**config.mk**
```make
export PLATFORM = sky130hd
export DESIGN_NAME = pkt_rx_top
export DESIGN_NICKNAME = d
export VERILOG_FILES = /design/src/logic/pkt_rx_pkg.sv /design/src/logic/pkt_rx_top.sv /design/src/logic/header_decoder.sv /design/src/logic/axis_packer.sv /design/src/logic/pkt_header_tagger.sv
export SDC_FILE = /design/constraint.sdc
export NUM_CORES = 1
export LEC_CHECK = 0
export ABC_AREA = 0
export BUFFER_PORTS_ARGS = -buffer_cell sky130_fd_sc_hd__buf_2
export CAP_MARGIN = 25
export CORE_MARGIN = 2
export CORE_UTILIZATION = 55
export DETAILED_ROUTE_END_ITERATION = 10
export PLACE_DENSITY = 0.93
export SLEW_MARGIN = 10
export SYNTH_ARGS = -nofsm -noshare
export SYNTH_HDL_FRONTEND = slang
export SYNTH_HIERARCHICAL = 1
export SYNTH_SLANG_ARGS = --single-unit
```
**constraint.sdc**
```tcl
create_clock -name clk -period 4.4 [get_ports clk]
set_clock_uncertainty 0.15 [all_clocks]
set_input_delay 0.88 -clock clk [delete_from_list [all_inputs] [get_ports clk]]
set_output_delay 0.88 -clock clk [all_outputs]
set_load 0.02 [all_outputs]
```
**src/logic/pkt_rx_pkg.sv**
```systemverilog
// Shared widths, header kinds and header layouts for the receive path; referenced by scoped name.

package pkt_rx_pkg;

	// -------------------------------------------------------------------------
	// Stream and header geometry.
	// -------------------------------------------------------------------------

	// Byte lanes on every stream link.
	localparam int bus_bytes = 4;
	localparam int bus_bits = bus_bytes * 8;

	// Header length and the number of bus words that carry header bytes.
	localparam int hdr_bytes = 6;
	localparam int hdr_words = (hdr_bytes + bus_bytes - 1) / bus_bytes;

	// The word that ends the header also carries the first payload bytes.
	localparam int hdr_split_lanes = hdr_words * bus_bytes - hdr_bytes;
	localparam int hdr_lanes = bus_bytes - hdr_split_lanes;

	// Keep mask for the split word, with the header lanes cleared.
	localparam logic [bus_bytes-1:0] split_keep = {{hdr_split_lanes{1'b1}}, {hdr_lanes{1'b0}}};

	// -------------------------------------------------------------------------
	// Header kinds and layouts.
	// -------------------------------------------------------------------------

	localparam logic [7:0] kind_route = 8'h01;
	localparam logic [7:0] kind_ctrl = 8'h02;

	// Route header. Header byte 0 is the least significant byte of the word,
	// so the multi-byte fields come out little-endian without any swapping.
	typedef struct packed {
		logic [15:0] length;
		logic [15:0] flow_id;
		logic [7:0] dest;
		logic [7:0] kind;
	} hdr_route_t;

	// Control header, same word, different meaning above the kind byte.
	typedef struct packed {
		logic [31:0] arg;
		logic [7:0] opcode;
		logic [7:0] kind;
	} hdr_ctrl_t;

	// One 48-bit header word, read as route or control depending on kind.
	typedef union packed {
		hdr_route_t route;
		hdr_ctrl_t ctrl;
	} hdr_u;

endpackage
```
**src/logic/pkt_rx_top.sv**
```systemverilog
// Receive path top level; tagger, packer and decoder joined by the internal payload link.

`timescale 1ns/1ps

module pkt_rx_top
(
	input logic clk,
	input logic rst_n,

	// Packet input.
	input logic in_tvalid,
	input logic in_tlast,
	input logic [pkt_rx_pkg::bus_bits-1:0] in_tdata,
	input logic [pkt_rx_pkg::bus_bytes-1:0] in_tkeep,
	output logic in_tready,

	// Packed payload output.
	output logic out_tvalid,
	output logic out_tlast,
	output logic [pkt_rx_pkg::bus_bits-1:0] out_tdata,
	output logic [pkt_rx_pkg::bus_bytes-1:0] out_tkeep,
	input logic out_tready,

	// Header and decoded fields.
	output pkt_rx_pkg::hdr_u hdr,
	output logic meta_valid,
	output logic is_route,
	output logic kind_unknown,
	output logic [7:0] dest,
	output logic [15:0] flow_id,
	output logic [7:0] opcode,
	output logic [31:0] arg,
	output logic len_error
);

	// -------------------------------------------------------------------------
	// Tagger to packer link.
	// -------------------------------------------------------------------------

	logic mid_tvalid;
	logic mid_tready;
	logic mid_tlast;
	logic [pkt_rx_pkg::bus_bits-1:0] mid_tdata;
	logic [pkt_rx_pkg::bus_bytes-1:0] mid_tkeep;

	pkt_header_tagger pkt_header_tagger_inst
	(
		.clk(clk),
		.rst_n(rst_n),
		.in_tvalid(in_tvalid),
		.in_tlast(in_tlast),
		.in_tdata(in_tdata),
		.in_tkeep(in_tkeep),
		.in_tready(in_tready),
		.mid_tvalid(mid_tvalid),
		.mid_tlast(mid_tlast),
		.mid_tdata(mid_tdata),
		.mid_tkeep(mid_tkeep),
		.mid_tready(mid_tready),
		.hdr(hdr)
	);

	axis_packer axis_packer_inst
	(
		.clk(clk),
		.rst_n(rst_n),
		.mid_tvalid(mid_tvalid),
		.mid_tlast(mid_tlast),
		.mid_tdata(mid_tdata),
		.mid_tkeep(mid_tkeep),
		.mid_tready(mid_tready),
		.out_tvalid(out_tvalid),
		.out_tlast(out_tlast),
		.out_tdata(out_tdata),
		.out_tkeep(out_tkeep),
		.out_tready(out_tready)
	);

	// The decoder only observes both links.
	header_decoder header_decoder_inst
	(
		.clk(clk),
		.rst_n(rst_n),
		.hdr(hdr),
		.mid_tvalid(mid_tvalid),
		.mid_tready(mid_tready),
		.mid_tkeep(mid_tkeep),
		.out_tvalid(out_tvalid),
		.out_tready(out_tready),
		.out_tlast(out_tlast),
		.out_tkeep(out_tkeep),
		.meta_valid(meta_valid),
		.is_route(is_route),
		.kind_unknown(kind_unknown),
		.dest(dest),
		.flow_id(flow_id),
		.opcode(opcode),
		.arg(arg),
		.len_error(len_error)
	);

endmodule

```
**src/logic/header_decoder.sv**
```systemverilog
// Decodes the side-bus header per packet as route or control and checks route payload lengths.

`timescale 1ns/1ps

module header_decoder
(
	input logic clk,
	input logic rst_n,

	input pkt_rx_pkg::hdr_u hdr,

	// Payload link into the packer, watched for the first beat.
	input logic mid_tvalid,
	input logic mid_tready,
	input logic [pkt_rx_pkg::bus_bytes-1:0] mid_tkeep,

	// Packed output link, watched for delivered bytes.
	input logic out_tvalid,
	input logic out_tready,
	input logic out_tlast,
	input logic [pkt_rx_pkg::bus_bytes-1:0] out_tkeep,

	output logic meta_valid,
	output logic is_route,
	output logic kind_unknown,
	output logic [7:0] dest,
	output logic [15:0] flow_id,
	output logic [7:0] opcode,
	output logic [31:0] arg,
	output logic len_error
);

	logic mid_first;
	logic out_fire;
	logic out_last_fire;
	logic cap_pend;
	pkt_rx_pkg::hdr_u hdr_q;
	pkt_rx_pkg::hdr_u view;
	logic [2:0] out_pop;
	logic [15:0] byte_cnt;
	logic [15:0] byte_sum;

	// The split word is the first payload beat. Header bytes 4 and 5 land in
	// hdr on that same edge, so the word is copied one cycle later and read
	// straight from hdr in between.
	assign mid_first = mid_tvalid && mid_tready
		&& (mid_tkeep[pkt_rx_pkg::hdr_lanes-1:0] == '0);
	assign view = cap_pend ? hdr : hdr_q;

	assign out_fire = out_tvalid && out_tready;
	assign out_last_fire = out_fire && out_tlast;

	always_comb
	begin
		out_pop = '0;
		for (int i = 0; i < pkt_rx_pkg::bus_bytes; i++)
			out_pop = out_pop + 3'(out_tkeep[i]);
	end

	assign byte_sum = byte_cnt + 16'(out_pop);

	// Unknown kinds decode as control.
	assign is_route = view.route.kind == pkt_rx_pkg::kind_route;
	assign kind_unknown = !is_route && (view.ctrl.kind != pkt_rx_pkg::kind_ctrl);
	assign dest = is_route ? view.route.dest : '0;
	assign flow_id = is_route ? view.route.flow_id : '0;
	assign opcode = is_route ? '0 : view.ctrl.opcode;
	assign arg = is_route ? '0 : view.ctrl.arg;

	always_ff @(posedge clk)
	begin
		if (cap_pend)
			hdr_q <= hdr;
	end

	always_ff @(posedge clk)
	begin
		if (!rst_n)
		begin
			cap_pend <= 1'b0;
			meta_valid <= 1'b0;
			byte_cnt <= '0;
			len_error <= 1'b0;
		end
		else
		begin
			cap_pend <= mid_first;
			len_error <= out_last_fire && is_route && (byte_sum != view.route.length);
			// A new packet can start on the edge that closes the previous one.
			if (mid_first)
				meta_valid <= 1'b1;
			else if (out_last_fire)
				meta_valid <= 1'b0;
			if (out_last_fire)
				byte_cnt <= '0;
			else if (out_fire)
				byte_cnt <= byte_sum;
		end
	end

	// Every beat on the output link belongs to a packet whose header is held.
	assert property (@(posedge clk) disable iff (!rst_n) out_tvalid |-> meta_valid);

endmodule

```
**src/logic/axis_packer.sv**
```systemverilog
// Realigns the tagger's payload stream so output beats start at lane 0 and only the last one is short.

`timescale 1ns/1ps

module axis_packer
(
	input logic clk,
	input logic rst_n,

	// Payload from the tagger. The split word has its low lanes cleared.
	input logic mid_tvalid,
	input logic mid_tlast,
	input logic [pkt_rx_pkg::bus_bits-1:0] mid_tdata,
	input logic [pkt_rx_pkg::bus_bytes-1:0] mid_tkeep,
	output logic mid_tready,

	// Packed output, registered.
	output logic out_tvalid,
	output logic out_tlast,
	output logic [pkt_rx_pkg::bus_bits-1:0] out_tdata,
	output logic [pkt_rx_pkg::bus_bytes-1:0] out_tkeep,
	input logic out_tready
);

	logic first_beat;
	logic [pkt_rx_pkg::bus_bits-1:0] in_masked;
	logic [pkt_rx_pkg::bus_bits-1:0] in_aligned;
	logic [2:0] in_cnt;
	logic [2:0] total;

	// Bytes carried over from the previous beat, packed at the low end.
	logic [pkt_rx_pkg::hdr_split_lanes*8-1:0] res;
	logic [pkt_rx_pkg::hdr_split_lanes*8-1:0] res_masked;
	logic [1:0] res_cnt;
	logic [pkt_rx_pkg::bus_bytes-1:0] res_keep;

	logic [(pkt_rx_pkg::bus_bytes+pkt_rx_pkg::hdr_split_lanes)*8-1:0] merged;
	logic [pkt_rx_pkg::bus_bytes-1:0] part_keep;

	// A tlast beat left more bytes than one word can hold.
	logic flush;
	logic out_free;

	assign out_free = !out_tvalid || out_tready;
	assign mid_tready = out_free && !flush;

	// The split word is the only beat whose low lanes are empty.
	assign first_beat = mid_tkeep[pkt_rx_pkg::hdr_lanes-1:0] == '0;

	// -------------------------------------------------------------------------
	// Lane merge.
	// -------------------------------------------------------------------------

	always_comb
	begin
		for (int i = 0; i < pkt_rx_pkg::bus_bytes; i++)
			in_masked[i*8 +: 8] = mid_tkeep[i] ? mid_tdata[i*8 +: 8] : 8'h00;

		in_aligned = first_beat ? (in_masked >> (pkt_rx_pkg::hdr_lanes * 8)) : in_masked;

		in_cnt = '0;
		for (int i = 0; i < pkt_rx_pkg::bus_bytes; i++)
			in_cnt = in_cnt + 3'(mid_tkeep[i]);

		for (int i = 0; i < pkt_rx_pkg::hdr_split_lanes; i++)
			res_masked[i*8 +: 8] = (i < res_cnt) ? res[i*8 +: 8] : 8'h00;

		total = {1'b0, res_cnt} + in_cnt;

		// New bytes land directly above whatever is already held.
		merged = ({{(pkt_rx_pkg::hdr_split_lanes*8){1'b0}}, in_aligned} << {res_cnt, 3'b000})
			| {{pkt_rx_pkg::bus_bits{1'b0}}, res_masked};

		for (int i = 0; i < pkt_rx_pkg::bus_bytes; i++)
		begin
			part_keep[i] = i < total;
			res_keep[i] = i < res_cnt;
		end
	end

	// -------------------------------------------------------------------------
	// Control state.
	// -------------------------------------------------------------------------

	always_ff @(posedge clk)
	begin
		if (!rst_n)
		begin
			out_tvalid <= 1'b0;
			flush <= 1'b0;
			res_cnt <= '0;
		end
		else if (out_free)
		begin
			if (flush)
			begin
				out_tvalid <= 1'b1;
				flush <= 1'b0;
				res_cnt <= '0;
			end
			else if (mid_tvalid)
			begin
				// A beat goes out once a full word is available or the packet ends.
				out_tvalid <= (total >= pkt_rx_pkg::bus_bytes) || mid_tlast;
				flush <= mid_tlast && (total > pkt_rx_pkg::bus_bytes);
				if (total >= pkt_rx_pkg::bus_bytes)
					res_cnt <= 2'(total - 3'(pkt_rx_pkg::bus_bytes));
				else if (mid_tlast)
					res_cnt <= '0;
				else
					res_cnt <= total[1:0];
			end
			else
				out_tvalid <= 1'b0;
		end
	end

	// Data path, loaded only when the output register is free.
	always_ff @(posedge clk)
	begin
		if (out_free)
		begin
			if (flush)
			begin
				out_tdata <= {{(pkt_rx_pkg::bus_bits - pkt_rx_pkg::hdr_split_lanes*8){1'b0}},
					res_masked};
				out_tkeep <= res_keep;
				out_tlast <= 1'b1;
			end
			else if (mid_tvalid)
			begin
				out_tdata <= merged[pkt_rx_pkg::bus_bits-1:0];
				out_tkeep <= part_keep;
				out_tlast <= mid_tlast && (total <= pkt_rx_pkg::bus_bytes);
				if (total >= pkt_rx_pkg::bus_bytes)
					res <= merged[pkt_rx_pkg::bus_bits +: pkt_rx_pkg::hdr_split_lanes*8];
				else
					res <= merged[0 +: pkt_rx_pkg::hdr_split_lanes*8];
			end
		end
	end

	// A stalled beat must not change until the sink takes it.
	assert property (@(posedge clk) disable iff (!rst_n)
		out_tvalid && !out_tready |=> out_tvalid && $stable(out_tdata)
			&& $stable(out_tkeep) && $stable(out_tlast));

	assert property (@(posedge clk) disable iff (!rst_n)
		out_tvalid && !out_tlast |-> out_tkeep == '1);

endmodule

```
**src/logic/pkt_header_tagger.sv**
```systemverilog
// Removes the fixed header from each input packet and holds it on a side bus for the decoder.

`timescale 1ns/1ps

module pkt_header_tagger
(
	input logic clk,
	input logic rst_n,

	// Packed input stream.
	input logic in_tvalid,
	input logic in_tlast,
	input logic [pkt_rx_pkg::bus_bits-1:0] in_tdata,
	input logic [pkt_rx_pkg::bus_bytes-1:0] in_tkeep,
	output logic in_tready,

	// Payload stream, unpacked on the split word.
	output logic mid_tvalid,
	output logic mid_tlast,
	output logic [pkt_rx_pkg::bus_bits-1:0] mid_tdata,
	output logic [pkt_rx_pkg::bus_bytes-1:0] mid_tkeep,
	input logic mid_tready,

	output pkt_rx_pkg::hdr_u hdr
);

	// Word position within the current packet. It saturates once the
	// header has been passed, so payload words never touch the store.
	logic [$clog2(pkt_rx_pkg::hdr_words + 1)-1:0] ctr;
	logic in_fire;
	logic in_header;
	logic in_split;

	// The store is a whole number of bus words wide; only the low
	// header bytes are presented on hdr.
	logic [pkt_rx_pkg::hdr_words*pkt_rx_pkg::bus_bits-1:0] hdr_wide;

	assign in_fire = in_tvalid && in_tready;
	assign in_header = ctr < pkt_rx_pkg::hdr_words;
	assign in_split = ctr == pkt_rx_pkg::hdr_words - 1;

	always_ff @(posedge clk)
	begin
		if (!rst_n || (in_fire && in_tlast))
			ctr <= '0;
		else if (in_fire && in_header)
			ctr <= ctr + 1'b1;
	end

	always_ff @(posedge clk)
	begin
		if (in_fire && in_header)
			hdr_wide[ctr*pkt_rx_pkg::bus_bits +: pkt_rx_pkg::bus_bits] <= in_tdata;
	end

	assign hdr = hdr_wide[pkt_rx_pkg::hdr_bytes*8-1:0];

	// -------------------------------------------------------------------------
	// Output side. Words made only of header bytes are taken at once and
	// dropped; from the split word on, the sink sets the pace.
	// -------------------------------------------------------------------------

	assign in_tready = (ctr < pkt_rx_pkg::hdr_words - 1) ? 1'b1 : mid_tready;
	assign mid_tvalid = (ctr < pkt_rx_pkg::hdr_words - 1) ? 1'b0 : in_tvalid;
	assign mid_tlast = in_tlast;
	assign mid_tdata = in_tdata;
	assign mid_tkeep = in_split ? (in_tkeep & pkt_rx_pkg::split_keep) : in_tkeep;

	// Only the final beat of a packet may be short on the input.
	assert property (@(posedge clk) disable iff (!rst_n)
		in_tvalid && !in_tlast |-> in_tkeep == '1);

endmodule

```
==> impl_metrics.ini <==
[power_and_ir_drop]
seq_power_share_pct = 43.7
p_switching_w = 0.00153
vdd_drop_max_uv = 302
p_leak_nw = 4.40
power_density_mw_per_mm2 = 445
p_sw_share_pct = 33.2
fin_total_pwr_w = 0.00461
p_int_w = 0.00308
p_comb_share_pct = 26.9
p_clk_share_pct = 29.4

[routing]
vias = 7233
firstDrtPassIters = 5
via_per_inst = 5.75
m1WireLength_mm = 9.01
antenna_left = 0
routed.top_layer = met4
detail_route.wl_per_cell_um = 18.8
drtIter0Drc = 703
route.met3.wl_mm = 1.94
wl_met2_mm = 12.0
routed_wl_mm = 23.6
drc_errors = 0

[timing]
tns_ns = 0
drv_slew = 0
finalHoldViolCount = 0
finalSetupViolations = 0
rsz0062_at_grt = false
final.period_utilization_pct = 83.4
hold_slack_ns = 0.337
fin_crit_ns = 3.67
tightest_slew_ns = 0.989
maxSlewHeadroom_pct = 34.0
max_freq_mhz = 273

[clock_tree]
htree_levels = 4
postCtsResizedCells = 0
clockRootBuffer = clkbuf_16
clk_pin_slew_ns = 0.07
tritoncts = done
clk_latency_ns = 0.44
cts_sinks = 174
post_cts_buffers = 0
cts_buffers = 17
holdBufCountCts = 0
cts_buffer_depth = 2

[flow_run]
drv_cap = 0

[layout]
drive_gt1_share_pct = 27.0
finish.instance_area_mm2 = 0.0104
syn_to_final_growth_pct = 15.1
fin_util_pct = 65.0
final_cell_mix = 195 x buf_2, 101 x edfxtp_1, 94 x nor2_1
final_nets = 1080
layout_commonest_cell = buf_2

[synth]
netlist_instances = 891
netlist_area_mm2 = 0.00901
syn_nets = 944
synth_area_leaders = edfxtp_1 34%, dfxtp_1 16%, mux2i_1 5.2%
synth-edff-count = 101
synth_ff_type = edfxtp_1
synth_warnings = 6
yosys.cell_types.count = 62
ys_ff_latch = 174
synth_top_cell_by_area = edfxtp_1
async_flop_share_pct = 0
syn_avg_cell_area_um2 = 10.1
post-synth-top-area-fraction_pct = 33.7
yosysSeqAreaShare_pct = 49.9

[critical_path]
r2r-start = pkt_header_tagger_inst/ctr[0]
critPathKind = reg -> reg
r2r-end = axis_packer_inst/res[6]
slowest_delay_ns = 0.67
cp_max_fo = 17
path_buf_inv = 2
worstSetupStartpointType = register
crit_top_cell = fa_1
cp-end-kind = register
ff2ff_setup_slack_ns = 0.73
crit_slowest_cell = dfxtp_1
cp.required_ns = 4.52
cp.depth = 10
reg2reg_depth = 10
path_cells = ha_1 > nor2b_1 > fa_1 > inv_1 > fa_1 > inv_1 > fa_1 > nor3b_2 > a32oi_1 > o21ai_0
cp_top_family = adder cells
cp.arrival_ns = 3.79

[hold_path]
whs_endpoint = header_decoder_inst/byte_cnt[0]
min_from = header_decoder_inst/byte_cnt[0]
hold_depth = 2
hold_class = reg -> reg

[global_routing]
overflow = 0
grt_pass1_wl_mm = 37.3
grt_max_degree = 49
grt_pass1_vias = 6998
grt_use_total_pct = 27.3
antenna_found_initial = 1

[die]
die_area_mm2 = 0.0174
fp.dieW_um = 132
row_count = 46
core_mm2 = 0.0159
chipHeight_um = 132
io_pins = 196
initial_core_util_pct = 56.5

[run_status]
status = finished, final reports clean

[placed_design]
hpwl_mm = 17.4
placedInstanceArea_mm2 = 0.00984
portBuffers = 195
globalplace.congestion = 0.899
power groups by stage:
stage | Sequential (W) | Combinational [W] | Clock, W
finish | 0.00202 | 0.00124 | 0.00136
floorplan | 0.00209 | 0.000800 | 0
CTS | 0.00202 | 0.00123 | 0.00137
global route | 0.00203 | 0.00134 | 0.00143
global placement | 0.00204 | 0.00116 | 0
detailed placement | 0.00205 | 0.00123 | 0
kinds of logic (layout without fill, tap and decap cells):
group / Yosys count / in the layout / share of synthesized area [%]
other: 0 / 1 / 0
muxes: 63 / 63 / 8.35
DFF: 174 / 174 / 49.9
buffers and inverters: 148 / 297 / 8.25
AOI/OAI and AO/OA: 122 / 122 / 8.92
adders and majority gates: 12 / 12 / 2.17
xor gates and xnor gates: 35 / 35 / 3.40
and+or+nand+nor: 337 / 337 / 19.0
worst max path at each step:
stage                                       start                        to  slack [ns]
2_1_floorplan                         in_tkeep[1]  axis_packer_inst/res[15]        0.76
5_1_grt             pkt_header_tagger_inst/ctr[0]   axis_packer_inst/res[6]        0.47
4_1_cts        pkt_header_tagger_inst/hdr_wide[4]                   arg[11]        0.79
6_report            pkt_header_tagger_inst/ctr[0]   axis_packer_inst/res[6]        0.73
3_5_place_dp                          in_tkeep[3]  axis_packer_inst/res[15]        0.70
3_3_place_gp                          in_tkeep[3]  axis_packer_inst/res[15]        0.78
tightest hold or removal path: stages, from the launching register on:
cell	delay, ns
dfxtp_1	0.33
nand2_1	0.06
a21oi_1	0.05
Yosys cell counts, types with 15 or more instances:
cell type	count
buf_2	18
nand3_1	24
nor2_1	94
and2_1	27
xnor2_1	22
dfxtp_1	73
a21oi_1	15
clkbuf_1	30
o21ai_0	42
edfxtp_1	101
or3_1	15
mux2i_1	47
inv_1	56
buf_4	36
nand2_1	81
and2_2	16
layer usage:
metal	track usage, %	up-vias
met3	6.77	52
met4	9.78	0
met5	0	-
met2	46.9	353
met1	33.4	3482
li1	-	3346
metrics by stage:
step / worst slack [ns] / cells
after floorplan: 0.756 / 891
after global placement: 0.778 / 1223
after detailed placement: 0.702 / 1224
after CTS: 0.794 / 1256
after global routing: 0.468 / 1257
final: 0.731 / 1257
final cells by class:
class                      count  area [um^2]
multi-input combinational    569         3770
tap                          216          270
clock buffer                  18          429
clock inverter                14         97.6
antenna                        1         2.50
timing repair buffer         206         1080
inverter                      59          221
fill                        1213         5580
sequential                   174         4500
state kept, by name, summed over array words and instances, names as in the netlist:
name / cells
header_decoder_inst/hdr_q: 48
axis_packer_inst/res_cnt: 2
axis_packer_inst/out_tdata: 32
header_decoder_inst/byte_cnt: 16
axis_packer_inst/flush: 1
header_decoder_inst/meta_valid: 1
axis_packer_inst/out_tvalid: 1
pkt_header_tagger_inst/ctr: 2
axis_packer_inst/out_tkeep: 4
axis_packer_inst/out_tlast: 1
header_decoder_inst/cap_pend: 1
axis_packer_inst/res: 16
header_decoder_inst/len_error: 1
pkt_header_tagger_inst/hdr_wide: 48
(Power assumes the default switching activity.)
